<file path="src/wayArray.sv">
`timescale 1ns/100ps

module wayArray #(
  parameter type entryType = logic [31:0],
  parameter int depth = 16
) (
  input  logic clk,
  input  logic reset,
  input  logic [$clog2(depth)-1:0] rdIndex,
  input  logic we,
  input  logic [$clog2(depth)-1:0] wrIndex,
  input  entryType wrEntry,
  output entryType rdEntry
);

  entryType entries [depth];

  // Single write port, one entry per clock
  always_ff @(posedge clk, posedge reset) begin
    if (reset) begin
      // Cleared so every tag starts invalid and clean
      for (int i = 0; i < depth; i++) begin
        entries[i] <= '0;
      end
    end else if (we) begin
      entries[wrIndex] <= wrEntry;
    end
  end

  // Asynchronous read, the controller decides in the same cycle
  assign rdEntry = entries[rdIndex];

endmodule

</file>
<file path="config.mk">
export PLATFORM = sky130hd
export DESIGN_NAME = wayArray
export DESIGN_NICKNAME = d
export VERILOG_FILES = /design/src/wayArray.sv
export SDC_FILE = /design/constraint.sdc
export NUM_CORES = 1
export LEC_CHECK = 0
export ABC_AREA = 1
export BUFFER_PORTS_ARGS = -buffer_cell sky130_fd_sc_hd__buf_2
export CELL_PAD_IN_SITES_DETAIL_PLACEMENT = 2
export CELL_PAD_IN_SITES_GLOBAL_PLACEMENT = 2
export CORE_ASPECT_RATIO = 1.2
export CORE_UTILIZATION = 40
export DETAILED_ROUTE_END_ITERATION = 16
export GPL_TIMING_DRIVEN = 1
export PLACE_DENSITY = 0.9
export SYNTH_ARGS = -nofsm -noshare
export SYNTH_HDL_FRONTEND = slang
export SYNTH_SLANG_ARGS = --single-unit
</file>
<file path="constraint.sdc">
create_clock -name clk -period 31.5 [get_ports clk]
set_input_delay 6.3 -clock clk [delete_from_list [all_inputs] [get_ports clk]]
set_output_delay 6.3 -clock clk [all_outputs]
set_load 0.02 [all_outputs]
</file>
==> results.json <==
{
  "cts_resized": 0,
  "dp_hpwl_mm": 55.19,
  "yosysWarnings": 0,
  "crit_fanout": 74,
  "synth_xor_area_frac": 0,
  "drtIter0Drc": 1872,
  "setup_viol": 0,
  "synthSimpleGateAreaFrac": 0.2666,
  "numCtsBuffers": 54,
  "crit_type": "in2out",
  "drive_gt1_frac": 0.06755,
  "clk_latency_ps": 640,
  "fillers": 6856,
  "timing.final.crit_share": 0.5098,
  "synth.avg_cell_area_um2": 7.467,
  "worst_slew_pin_slew_ps": 1316,
  "drt_pass1_iterations": 5,
  "fmax_ghz": 0.06227,
  "slew_headroom": 0.1230,
  "io-pin-count": 75,
  "cpMostUsedCell": "nand3_1",
  "grt_pass1_wl_mm": 177.2,
  "crit_chain": "buf_4 > inv_4 > buf_4 > nand3_1 > nand3_1 > nand3_1 > nand2_1 > buf_2",
  "synth.distinct_cells": 19,
  "critPathMaxStageDelay_ps": 960,
  "worst_ep_arrival_time_ps": 9760,
  "syn2layout_area_growth_pct": 10.78,
  "clock_path_buffers": 3,
  "clk_pin_slew_ps": 60,
  "tns_ps": 0,
  "grt_overflow": 0,
  "ant_nets": 0,
  "cts_hold_buffers": 0,
  "fin_cells": 4067,
  "dieArea_mm2": 0.06242,
  "seq_area_mm2": 0.01281,
  "finalCriticalPeriod_ps": 16060,
  "syn_inst": 3290,
  "crit_buf_inv": 4,
  "synthAdderAreaFrac": 0,
  "routed_wl_mm": 115.8,
  "core-area_mm2": 0.06070,
  "dieWidth_um": 228.2,
  "fp.dieH_um": 273.5,
  "fin_skew_ps": 0,
  "grt_max_degree": 170,
  "endpoint_kind": "output pin",
  "timing.hold.ws_ps": 489.3,
  "p_leak_nw": 13.89,
  "multi_input_area_mm2": 0.009123,
  "top_regs": "entries (512)",
  "antenna_found_initial": 5,
  "wire_per_inst_um": 28.46,
  "ys_ff_latch": 512,
  "grt_usage": 0.3705,
  "rsz0062_at_grt": "no",
  "min_path_type": "reg2reg",
  "fp-row-count": 99,
  "cts_tree": "built",
  "syn_nets": 3333,
  "drv_cap": 0,
  "finalMaxSlewViolations": 0,
  "cts_setup_buffers": 0,
  "netlist_area_mm2": 0.02457,
  "power_density_mw_per_mm2": 74.43,
  "initial_utilization": 0.4048,
  "drc": 0,
  "place.gp.congestion": 0.7912,
  "grt_pass1_vias": 28090,
  "synthMuxAreaShare": 0,
  "critPathRequiredTime_ps": 25200,
  "critPathLaunchType": "primary input",
  "regMostFlops": "entries",
  "final_area_mm2": 0.02721,
  "synth_compound_area_frac": 0.1043,
  "cts.sinks": 512,
  "nNetsFinal": 3258,
  "vias_per_cell": 5.986,
  "cp_top_family": "buffers and inverters",
  "routed-via-count": 24350,
  "synth_top_family_by_area": "simple AND/OR/NAND/NOR gates",
  "status": "finished, final reports clean",
  "htreeDepth": 2,
  "io_buffers": 74,
  "largest_reg_flops": 512,
  "ir_drop_mv": 0.03965,
  "ys_seq_area_frac": 0.5215,
  "total_power_mw": 2.026,
  "dp_cells": 3967,
  "cts_root_buf": "clkbuf_16",
  "placed_cell_area_mm2": 0.02527,
  "hold_viol": 0,
  "critPathSlowestCell": "buf_4"
}
kinds of logic (layout without fill, tap and decap cells):
| group | Yosys count | after routing |
|---|---|---|
| AO/OA/AOI/OAI | 512 | 512 |
| buffers and inverters | 685 | 652 |
| flip-flops | 512 | 512 |
| other | 0 | 2 |
| AND/OR/NAND/NOR | 1581 | 1581 |
tightest hold or removal path: stages, from the launching register on:
cell and delay, ps:
dfrtp_1 350, nand2_1 50, o21ai_0 60
placed cells by master, fill, tap and decap left out, drive strengths merged:
cell       n
buf      103
bufinv     7
clkbuf    81
clkinv    11
dfrtp    512
diode      2
inv      450
nand2   1168
nand3    404
nor2       6
nor3       3
o21ai    512
synth_stat cells:
| cell type | number | area, um^2 |
|---|---|---|
| nor2_2 | 2 | 12.51 |
| nor2_4 | 1 | 11.26 |
| nand2_2 | 5 | 31.28 |
| o21ai_1 | 15 | 75.07 |
| clkbuf_2 | 4 | 20.02 |
| clkbuf_1 | 159 | 596.8 |
| nand3_4 | 1 | 17.52 |
| nand3_1 | 396 | 1982 |
| nand3_2 | 7 | 70.07 |
| buf_2 | 50 | 250.2 |
| buf_4 | 1 | 7.510 |
| o21ai_0 | 497 | 2487 |
| nand2_1 | 1163 | 4365 |
| nor3_4 | 3 | 48.80 |
| inv_1 | 447 | 1678 |
| buf_1 | 21 | 78.83 |
| inv_2 | 3 | 11.26 |
| nor2_1 | 3 | 11.26 |
| dfrtp_1 | 512 | 12810 |
area by class of cell:
| cell class | instances | share of cell area |
|---|---|---|
| sequential | 512 | 0.4708 |
| multi-input combinational | 2093 | 0.3352 |
| inverter | 450 | 0.06271 |
| clock buffer | 80 | 0.06147 |
| tap | 808 | 0.03715 |
| timing repair buffer | 104 | 0.02276 |
| clock inverter | 18 | 0.009747 |
| antenna | 2 | 0.0001839 |
stage by stage:
| step | setup slack (ps) | utilization |
|---|---|---|
| global placement | 15730 | 0.4164 |
| CTS | 15550 | 0.4483 |
| finish | 15440 | 0.4484 |
| global route | 15410 | 0.4483 |
| floorplan | 10900 | - |
| detailed placement | 15630 | 0.4164 |
metal layers:
layer / part of all wire / GRT usage / up-vias / wire, um
li1: - / - / 10040 / -
met1: 0.39 / 0.4473 / 12860 / 45590
met2: 0.50 / 0.6479 / 1035 / 57950
met3: 0.056 / 0.05010 / 415 / 6516
met4: 0.049 / 0.1884 / 4 / 5687
met5: 0.00016 / 0 / - / 18
worst paths after layout:
| path | from | to | slack, ps | cells after the start |
|---|---|---|---|---|
| max | rdIndex[1] | rdEntry[30] | 15440 | 8 |
| min | entries[233]$_DFFE_PP0P_ | entries[233]$_DFFE_PP0P_ | 490 | 2 |
| max reg2reg | entries[143]$_DFFE_PP0P_ | entries[143]$_DFFE_PP0P_ | 30510 | 2 |
| min reg2reg | entries[233]$_DFFE_PP0P_ | entries[233]$_DFFE_PP0P_ | 490 | 2 |
| max in group asynchronous | reset | entries[334]$_DFFE_PP0P_ | 22750 | 5 |
| min in group asynchronous | reset | entries[8]$_DFFE_PP0P_ | 5750 | 2 |
where the power goes:
group	total (mW)	switching [mW]	leakage (nW)	internal, mW
clock network	0.730	0.307	0.968	0.423
logic	0.404	0.290	6.52	0.113
registers	0.892	0.0938	6.41	0.798
total	2.03	0.691	13.9	1.33
No activity file was read; power rests on OpenSTA's default activity.
