**src/dcache_cfg.svh**
```systemverilog
`ifndef DCACHE_CFG_SVH
`define DCACHE_CFG_SVH

// Cache geometry

// Number of sets, each holding two ways
`define DC_LINES 16

// 32-bit words per cache line
`define DC_WORDS 4

// Stored tag width, sized so tag, index and offsets cover the memory
`define DC_TAG_BITS 4

// Backing memory

// Depth in 32-bit words, addresses wrap modulo this depth
`define MEM_WORDS 1024

// Idle cycles the memory waits before each ack
`define MEM_WAIT 2

`endif

```
**src/dcachePkg.sv**
```systemverilog
`include "dcache_cfg.svh"

package dcachePkg;

  // Derived address field widths
  localparam int IndexBits = $clog2(`DC_LINES);
  localparam int WordBits = $clog2(`DC_WORDS);
  localparam int UnusedBits = 31 - `DC_TAG_BITS - IndexBits - WordBits - 2;

  // Wishbone classic master request, used on both buses
  typedef struct packed {
    logic cyc;
    logic stb;
    logic we;
    logic [3:0] sel;
    logic [31:0] adr;
    logic [31:0] dat;
  } wbReq_t;

  // Wishbone classic slave response
  typedef struct packed {
    logic ack;
    logic [31:0] dat;
  } wbRsp_t;

  // Processor address split into cache fields
  typedef struct packed {
    logic uncached;
    logic [UnusedBits-1:0] unused;
    logic [`DC_TAG_BITS-1:0] tag;
    logic [IndexBits-1:0] index;
    logic [WordBits-1:0] word;
    logic [1:0] byteOff;
  } cpuAddr_t;

  // One tag array entry
  typedef struct packed {
    logic valid;
    logic dirty;
    logic [`DC_TAG_BITS-1:0] tag;
  } tagEntry_t;

  // Whole data line, word 0 in the low bits
  typedef logic [`DC_WORDS-1:0][31:0] cacheLine_t;

  typedef enum logic [2:0] {
    READY,
    WRITEBACK,
    MEMREAD,
    FLUSHSCAN,
    UNCACHED,
    RESPOND
  } ctrlState_t;

  // Memory contents after reset: word index in both halves
  function automatic logic [31:0] memPattern(input logic [31:0] wordIndex);
    return {wordIndex[15:0], wordIndex[15:0]};
  endfunction

endpackage

```
**src/cacheController.sv**
```systemverilog
`timescale 1ns/100ps
`include "dcache_cfg.svh"

module cacheController (
  input  logic clk,
  input  logic reset,
  input  logic flushReq,
  input  dcachePkg::wbReq_t cpuReq,
  output dcachePkg::wbRsp_t cpuRsp,
  output logic flushBusy,
  output dcachePkg::wbReq_t memReq,
  input  dcachePkg::wbRsp_t memRsp,
  output logic [dcachePkg::IndexBits-1:0] tagIndex,
  output logic [1:0] tagWe,
  output dcachePkg::tagEntry_t tagWrEntry,
  input  dcachePkg::tagEntry_t tagRd0,
  input  dcachePkg::tagEntry_t tagRd1,
  output logic [1:0] dataWe,
  output dcachePkg::cacheLine_t dataWrEntry,
  input  dcachePkg::cacheLine_t dataRd0,
  input  dcachePkg::cacheLine_t dataRd1
);
  import dcachePkg::*;

  localparam logic [WordBits-1:0] LastWord = WordBits'(`DC_WORDS - 1);
  localparam logic [IndexBits:0] LastFlush = '1;

  ctrlState_t state, nextState;
  cpuAddr_t reqAddr, wbAddr, fillAddr;
  logic cpuActive;
  logic hit0, hit1, anyHit, hitWay;
  logic missWay, curWay, victimWay;
  logic memGap, lastWord;
  logic [WordBits-1:0] wordCnt;
  logic [IndexBits:0] flushCnt;
  logic flushWay;
  logic [IndexBits-1:0] flushIndex;
  logic [`DC_LINES-1:0] lru;
  tagEntry_t curTag;
  cacheLine_t hitLine, curLine, mergeLine, fillLine;
  logic [31:0] rspData;

  assign reqAddr = cpuAddr_t'(cpuReq.adr);
  assign cpuActive = cpuReq.cyc && cpuReq.stb;

  // Flush counter walks way 0 then way 1 of each set
  assign flushWay = flushCnt[0];
  assign flushIndex = flushCnt[IndexBits:1];
  assign tagIndex = flushBusy ? flushIndex : reqAddr.index;

  // Hit detection
  assign hit0 = tagRd0.valid && (tagRd0.tag == reqAddr.tag);
  assign hit1 = tagRd1.valid && (tagRd1.tag == reqAddr.tag);
  assign anyHit = hit0 || hit1;
  assign hitWay = hit1;
  assign hitLine = hitWay ? dataRd1 : dataRd0;

  // Victim: invalid way first (way 0 preferred), else the LRU way
  always_comb begin
    if (!tagRd0.valid) begin
      missWay = 1'b0;
    end else if (!tagRd1.valid) begin
      missWay = 1'b1;
    end else begin
      missWay = lru[reqAddr.index];
    end
  end

  // Way under inspection in the current state
  always_comb begin
    case (state)
      READY:     curWay = missWay;
      FLUSHSCAN: curWay = flushWay;
      default:   curWay = victimWay;
    endcase
  end

  assign curTag = curWay ? tagRd1 : tagRd0;
  assign curLine = curWay ? dataRd1 : dataRd0;
  assign lastWord = (wordCnt == LastWord);

  // Byte-select merge of write data into the hit word
  always_comb begin
    mergeLine = hitLine;
    for (int b = 0; b < 4; b++) begin
      if (cpuReq.sel[b]) begin
        mergeLine[reqAddr.word][8*b +: 8] = cpuReq.dat[8*b +: 8];
      end
    end
  end

  // Line transfer addresses, word by word
  always_comb begin
    wbAddr = '0;
    wbAddr.tag = curTag.tag;
    wbAddr.index = tagIndex;
    wbAddr.word = wordCnt;
    fillAddr = '0;
    fillAddr.tag = reqAddr.tag;
    fillAddr.index = reqAddr.index;
    fillAddr.word = wordCnt;
  end

  // Next state, array writes and memory bus
  always_comb begin
    nextState = state;
    tagWe = '0;
    dataWe = '0;
    tagWrEntry = '0;
    dataWrEntry = mergeLine;
    memReq = '0;
    case (state)
      READY: begin
        if (cpuActive) begin
          if (reqAddr.uncached) begin
            nextState = UNCACHED;
          end else if (anyHit) begin
            nextState = RESPOND;
            if (cpuReq.we) begin
              tagWe[hitWay] = 1'b1;
              dataWe[hitWay] = 1'b1;
              tagWrEntry = '{valid: 1'b1, dirty: 1'b1, tag: reqAddr.tag};
            end
          end else if (curTag.valid && curTag.dirty) begin
            nextState = WRITEBACK;
          end else begin
            nextState = MEMREAD;
          end
        end else if (flushReq) begin
          nextState = FLUSHSCAN;
        end
      end
      WRITEBACK: begin
        memReq.cyc = 1'b1;
        memReq.stb = !memGap;
        memReq.we = 1'b1;
        memReq.sel = 4'hf;
        memReq.adr = wbAddr;
        memReq.dat = curLine[wordCnt];
        // Line now lives in memory, drop it from the cache
        if (memRsp.ack && lastWord) begin
          tagWe[curWay] = 1'b1;
          nextState = flushBusy ? FLUSHSCAN : MEMREAD;
        end
      end
      MEMREAD: begin
        memReq.cyc = 1'b1;
        memReq.stb = !memGap;
        memReq.sel = 4'hf;
        memReq.adr = fillAddr;
        // Last word goes straight from the bus into the line
        dataWrEntry = fillLine;
        dataWrEntry[wordCnt] = memRsp.dat;
        if (memRsp.ack && lastWord) begin
          tagWe[curWay] = 1'b1;
          dataWe[curWay] = 1'b1;
          tagWrEntry = '{valid: 1'b1, dirty: 1'b0, tag: reqAddr.tag};
          nextState = READY;
        end
      end
      FLUSHSCAN: begin
        if (curTag.valid && curTag.dirty) begin
          nextState = WRITEBACK;
        end else begin
          tagWe[curWay] = 1'b1;
          if (flushCnt == LastFlush) begin
            nextState = READY;
          end
        end
      end
      UNCACHED: begin
        memReq = cpuReq;
        memReq.stb = cpuReq.stb && !memGap;
        if (memRsp.ack) begin
          nextState = RESPOND;
        end
      end
      default: begin
        nextState = READY;
      end
    endcase
  end

  always_ff @(posedge clk, posedge reset) begin
    if (reset) begin
      state <= READY;
      wordCnt <= '0;
      memGap <= 1'b0;
      victimWay <= 1'b0;
      lru <= '0;
      flushCnt <= '0;
      flushBusy <= 1'b0;
    end else begin
      state <= nextState;
      // Strobe stays low for one cycle after every memory ack
      memGap <= memRsp.ack;
      if (memRsp.ack && (state == WRITEBACK || state == MEMREAD)) begin
        wordCnt <= wordCnt + 1'b1;
      end
      if (state == READY && cpuActive && !reqAddr.uncached) begin
        if (anyHit) begin
          lru[reqAddr.index] <= !hitWay;
        end else begin
          victimWay <= missWay;
        end
      end
      if (state == READY && !cpuActive && flushReq) begin
        flushBusy <= 1'b1;
        flushCnt <= '0;
      end
      if (state == FLUSHSCAN) begin
        if (curTag.valid && curTag.dirty) begin
          victimWay <= flushWay;
        end else begin
          flushCnt <= flushCnt + 1'b1;
          if (flushCnt == LastFlush) begin
            flushBusy <= 1'b0;
          end
        end
      end
    end
  end

  // Fill buffer and response data
  always_ff @(posedge clk) begin
    if (state == MEMREAD && memRsp.ack) begin
      fillLine[wordCnt] <= memRsp.dat;
    end
    if (state == READY && cpuActive && !reqAddr.uncached && anyHit) begin
      rspData <= hitLine[reqAddr.word];
    end else if (state == UNCACHED && memRsp.ack) begin
      rspData <= memRsp.dat;
    end
  end

  assign cpuRsp.ack = (state == RESPOND);
  assign cpuRsp.dat = rspData;

endmodule

```
**config.mk**
```make
export PLATFORM = sky130hd
export DESIGN_NAME = cacheController
export DESIGN_NICKNAME = d
export VERILOG_FILES = /design/src/dcachePkg.sv /design/src/cacheController.sv
export VERILOG_INCLUDE_DIRS = /design/src
export SDC_FILE = /design/constraint.sdc
export NUM_CORES = 1
export LEC_CHECK = 0
export BUFFER_PORTS_ARGS = -buffer_cell sky130_fd_sc_hd__buf_2
export CAP_MARGIN = 5
export CORE_AREA = 2 2 242 244
export CTS_CLUSTER_SIZE = 12
export DETAILED_ROUTE_END_ITERATION = 6
export DIE_AREA = 0 0 244 246
export PLACE_DENSITY = 0.48
export SYNTH_ARGS = -nofsm -noshare
export SYNTH_HDL_FRONTEND = slang
export SYNTH_SLANG_ARGS = --single-unit
export TNS_END_PERCENT = 20
```
**constraint.sdc**
```tcl
create_clock -name clk -period 8.4 [get_ports clk]
set_clock_uncertainty 0.05 [all_clocks]
set_input_delay 0.42 -clock clk [delete_from_list [all_inputs] [get_ports clk]]
set_output_delay 0.42 -clock clk [all_outputs]
set_load 0.005 [all_outputs]
```
==> results.sh <==
export IMPL_sw_frac_of_total=0.4462
export IMPL_whs_ns=0.09323
export IMPL_drt_pass1_iter_count=5
export IMPL_setup_ws_ns=3.185
export IMPL_async_reset_ff_frac=0.1534
export IMPL_nNetsFinal=2389
export IMPL_clkTransAtPathRegs_ns=0.08
export IMPL_routabilityCongestion=0.9428
export IMPL_relSlewSlack=-0.04131
export IMPL_slowest_stage="dfrtp_1"
export IMPL_synthFlopType="edfxtp_1"
export IMPL_place_worst_setup_slack_ns=3.480
export IMPL_setup_worst_path_start="state[2]"
export IMPL_via_per_inst=5.538
export IMPL_finalSetupTns_ns=0
export IMPL_antenna_found_initial=23
export IMPL_slowest_delay_ns=1.09
export IMPL_final_area_um2=20280
export IMPL_hp_class="in2reg"
export IMPL_powerDensity_nw_per_um2=289.1
export IMPL_drv_slew=57
export IMPL_cts_tree="yes"
export IMPL_cap_violations=0
export IMPL_setup_viol=0
export IMPL_layout_common_cells="buf_2 (619), edfxtp_1 (160), nor2_1 (145), mux2_2 (139), mux2i_1 (139)"
export IMPL_vias=15510
export IMPL_placed_area_um2=19650
export IMPL_reg2reg_from="state[1]"
export IMPL_initial_core_util=0.2774
export IMPL_finalHoldViolations=0
export IMPL_clk_latency_ns=0.50
export IMPL_io_pins=622
export IMPL_synth_seq_cells=189
export IMPL_synth_cell_types=55
export IMPL_clkSinkCount=189
export IMPL_gr_total_overflow=0
export IMPL_final_common_cell="buf_2"
export IMPL_clkPwrFrac=0.146
export IMPL_cp_end_kind="primary output"
export IMPL_hp_start="memRsp[32]"
export IMPL_yosysWarningCount=0
export IMPL_synth_edff_count=160
export IMPL_endpoint="memReq[13]"
export IMPL_post_cts_resized=0
export IMPL_routed_wl_um=78550
export IMPL_syn_inst=1485
export IMPL_cp_start_kind="register"
export IMPL_area_delta_synth_final_pct=27.42
export IMPL_ir_worst_vdd_uv=221.0
export IMPL_crit_path_cell_trace="nand3b_1 -> o21ai_0 -> a2bb2oi_1 -> and2_4 -> buf_4 -> mux4_2 -> a22oi_1 -> nand2_1 -> buf_2"
export IMPL_crit_required_ns=7.93
export IMPL_cts_root_buf="clkbuf_16"
export IMPL_numCtsBuffers=17
export IMPL_num_rows=88
export IMPL_place_hpwl_um=57680
export IMPL_fp_coreArea_um2=57370
export IMPL_die_h_um=246
export IMPL_p_comb_frac=0.617
export IMPL_tightest_slew_ns=1.562
export IMPL_grt_pass1_vias=15140
export IMPL_rrSetupSlack_ns=4.48
export IMPL_power_leakage_nw=9.760
export IMPL_syn_area_um2=15910
export IMPL_avgSynthCellArea_um2=10.72
export IMPL_rsz0062_at_grt="false"
export IMPL_portBuffers=621
export IMPL_status="complete, but fails checks"
export IMPL_worstPathArrival_ns=4.74
export IMPL_worst_r2r_path_depth=6
export IMPL_worstSetupPathType="reg2out"
export IMPL_ant_nets=0
export IMPL_r2r_end="rspData[30]"
export IMPL_seqPwrFrac=0.238
export IMPL_syn_nets=1866
export IMPL_wl_per_cell_um=28.04
export IMPL_drive_gt1_frac=0.4631
export IMPL_drc=0
export IMPL_power_switching_w=0.002616
export IMPL_fmax_mhz=191.8
export IMPL_cts_max_level=4
export IMPL_fp_dieW_um=244
export IMPL_fillers=5839
export IMPL_timing_final_crit_share=0.6208
export IMPL_grt_pass1_wl_um=109800
export IMPL_drtIter0Drc=1268
export IMPL_violations="max-slew violations"
export IMPL_cp_max_fo=39
export IMPL_dieArea_um2=60020
export IMPL_seq_area_frac_synth=0.3475
export IMPL_intPower_w=0.003246
export IMPL_grt_use_total=0.2546
export IMPL_finalCriticalPeriod_ns=5.215
export IMPL_clk_path_buf_depth=2
export IMPL_grt_max_degree=242
export IMPL_utilization=0.3535
## cell type report
class                      count  area, µm²  area share
timing repair buffer         643       3293      0.1624
clock buffer                  21      474.2     0.02338
sequential                   189       5534      0.2729
antenna                       15      37.54    0.001851
multi-input combinational   1146       9833      0.4849
clock inverter                11      107.6    0.005306
inverter                      11      41.29    0.002036
tap                          765      957.2     0.04720
## sequential cells by signal (all words and copies together), names as in the netlist
register	flops
rspData	32
state	3
fillLine	128
wordCnt	2
flushCnt	5
flushBusy	1
lru	16
memGap	1
victimWay	1
## Yosys cell counts (all sizes together) (2+ instances only)
master,number,area [µm²]
nand3b,5,37.54
mux2i,139,1391
nor4,5,31.28
mux2,139,1565
a31oi,2,12.51
nand2b,4,25.02
ha,6,75.07
xnor2,3,26.28
or3b,3,26.28
nor2b,3,18.77
a21o,134,1006
clkbuf,97,365.4
mux4,99,2233
and3,27,168.9
nand2,104,392.9
buf,42,212.7
or4,2,15.01
or2,2,12.52
o311ai,2,35.04
o21ai,48,240.2
edfxtp,160,4805
a22oi,33,247.7
a21oi,8,43.79
xor2,7,61.31
a211oi,129,968.4
nor2,148,555.5
inv,10,37.53
nand3,45,225.2
o31ai,10,75.07
dfrtp,29,725.7
o22ai,3,18.77
a2bb2oi,2,17.52
and2,10,62.56
nor3,9,45.04
a22o,7,61.31
## routing by layer
| layer | part of all wire | vias to the layer above | GRT usage |
|---|---|---|---|
| li1 | - | 6866 | - |
| met1 | 0.41 | 7735 | 0.3226 |
| met2 | 0.48 | 776 | 0.4193 |
| met3 | 0.081 | 121 | 0.06874 |
| met4 | 0.026 | 14 | 0.08501 |
| met5 | 0.0012 | - | 0 |
## metrics by stage
step / total power [W] / cells
2_1_floorplan: 0.003515 / 1485
3_5_place_dp: 0.005018 / 2753
5_1_grt: 0.006168 / 2794
3_3_place_gp: 0.004997 / 2753
4_1_cts: 0.005903 / 2786
6_report: 0.005863 / 2801
## cells by family after synthesis
kind of cell,after synthesis,synth area share
flops,189,0.3475
fa+ha+maj,6,0.004717
xor+xnor,10,0.005504
simple gates,370,0.1032
buf+inv,150,0.03892
compound gates,383,0.1741
mux,377,0.3261
## repair_timing
item	in CTS	in global routing
hold endpoints to repair	29	0
buffers inserted	0	0
hold buffers	1	0
## critical path, delay by kind of cell (launching register included)
kind	cells	cell delay (ns)
buf+inv	2	0.83
flops	1	1.09
simple gates	3	1.08
mux	1	0.59
compound gates	3	0.59
## power groups by stage
stage	logic (W)	registers (W)	clock network (W)
4_1_cts	0.00363	0.00139	0.000882
3_5_place_dp	0.00361	0.00141	0
3_3_place_gp	0.00359	0.00141	0
2_1_floorplan	0.00216	0.00135	0
5_1_grt	0.00385	0.00141	0.000906
6_report	0.00361	0.00139	0.000855
## worst min path at each step
stage,cells past startpoint,end
final,1,memGap
after global routing,1,memGap
after CTS,1,memGap
after detailed placement,1,lru[0]
after global placement,1,lru[0]
after floorplan,0,memGap
No activity file was read; power rests on OpenSTA's default activity.
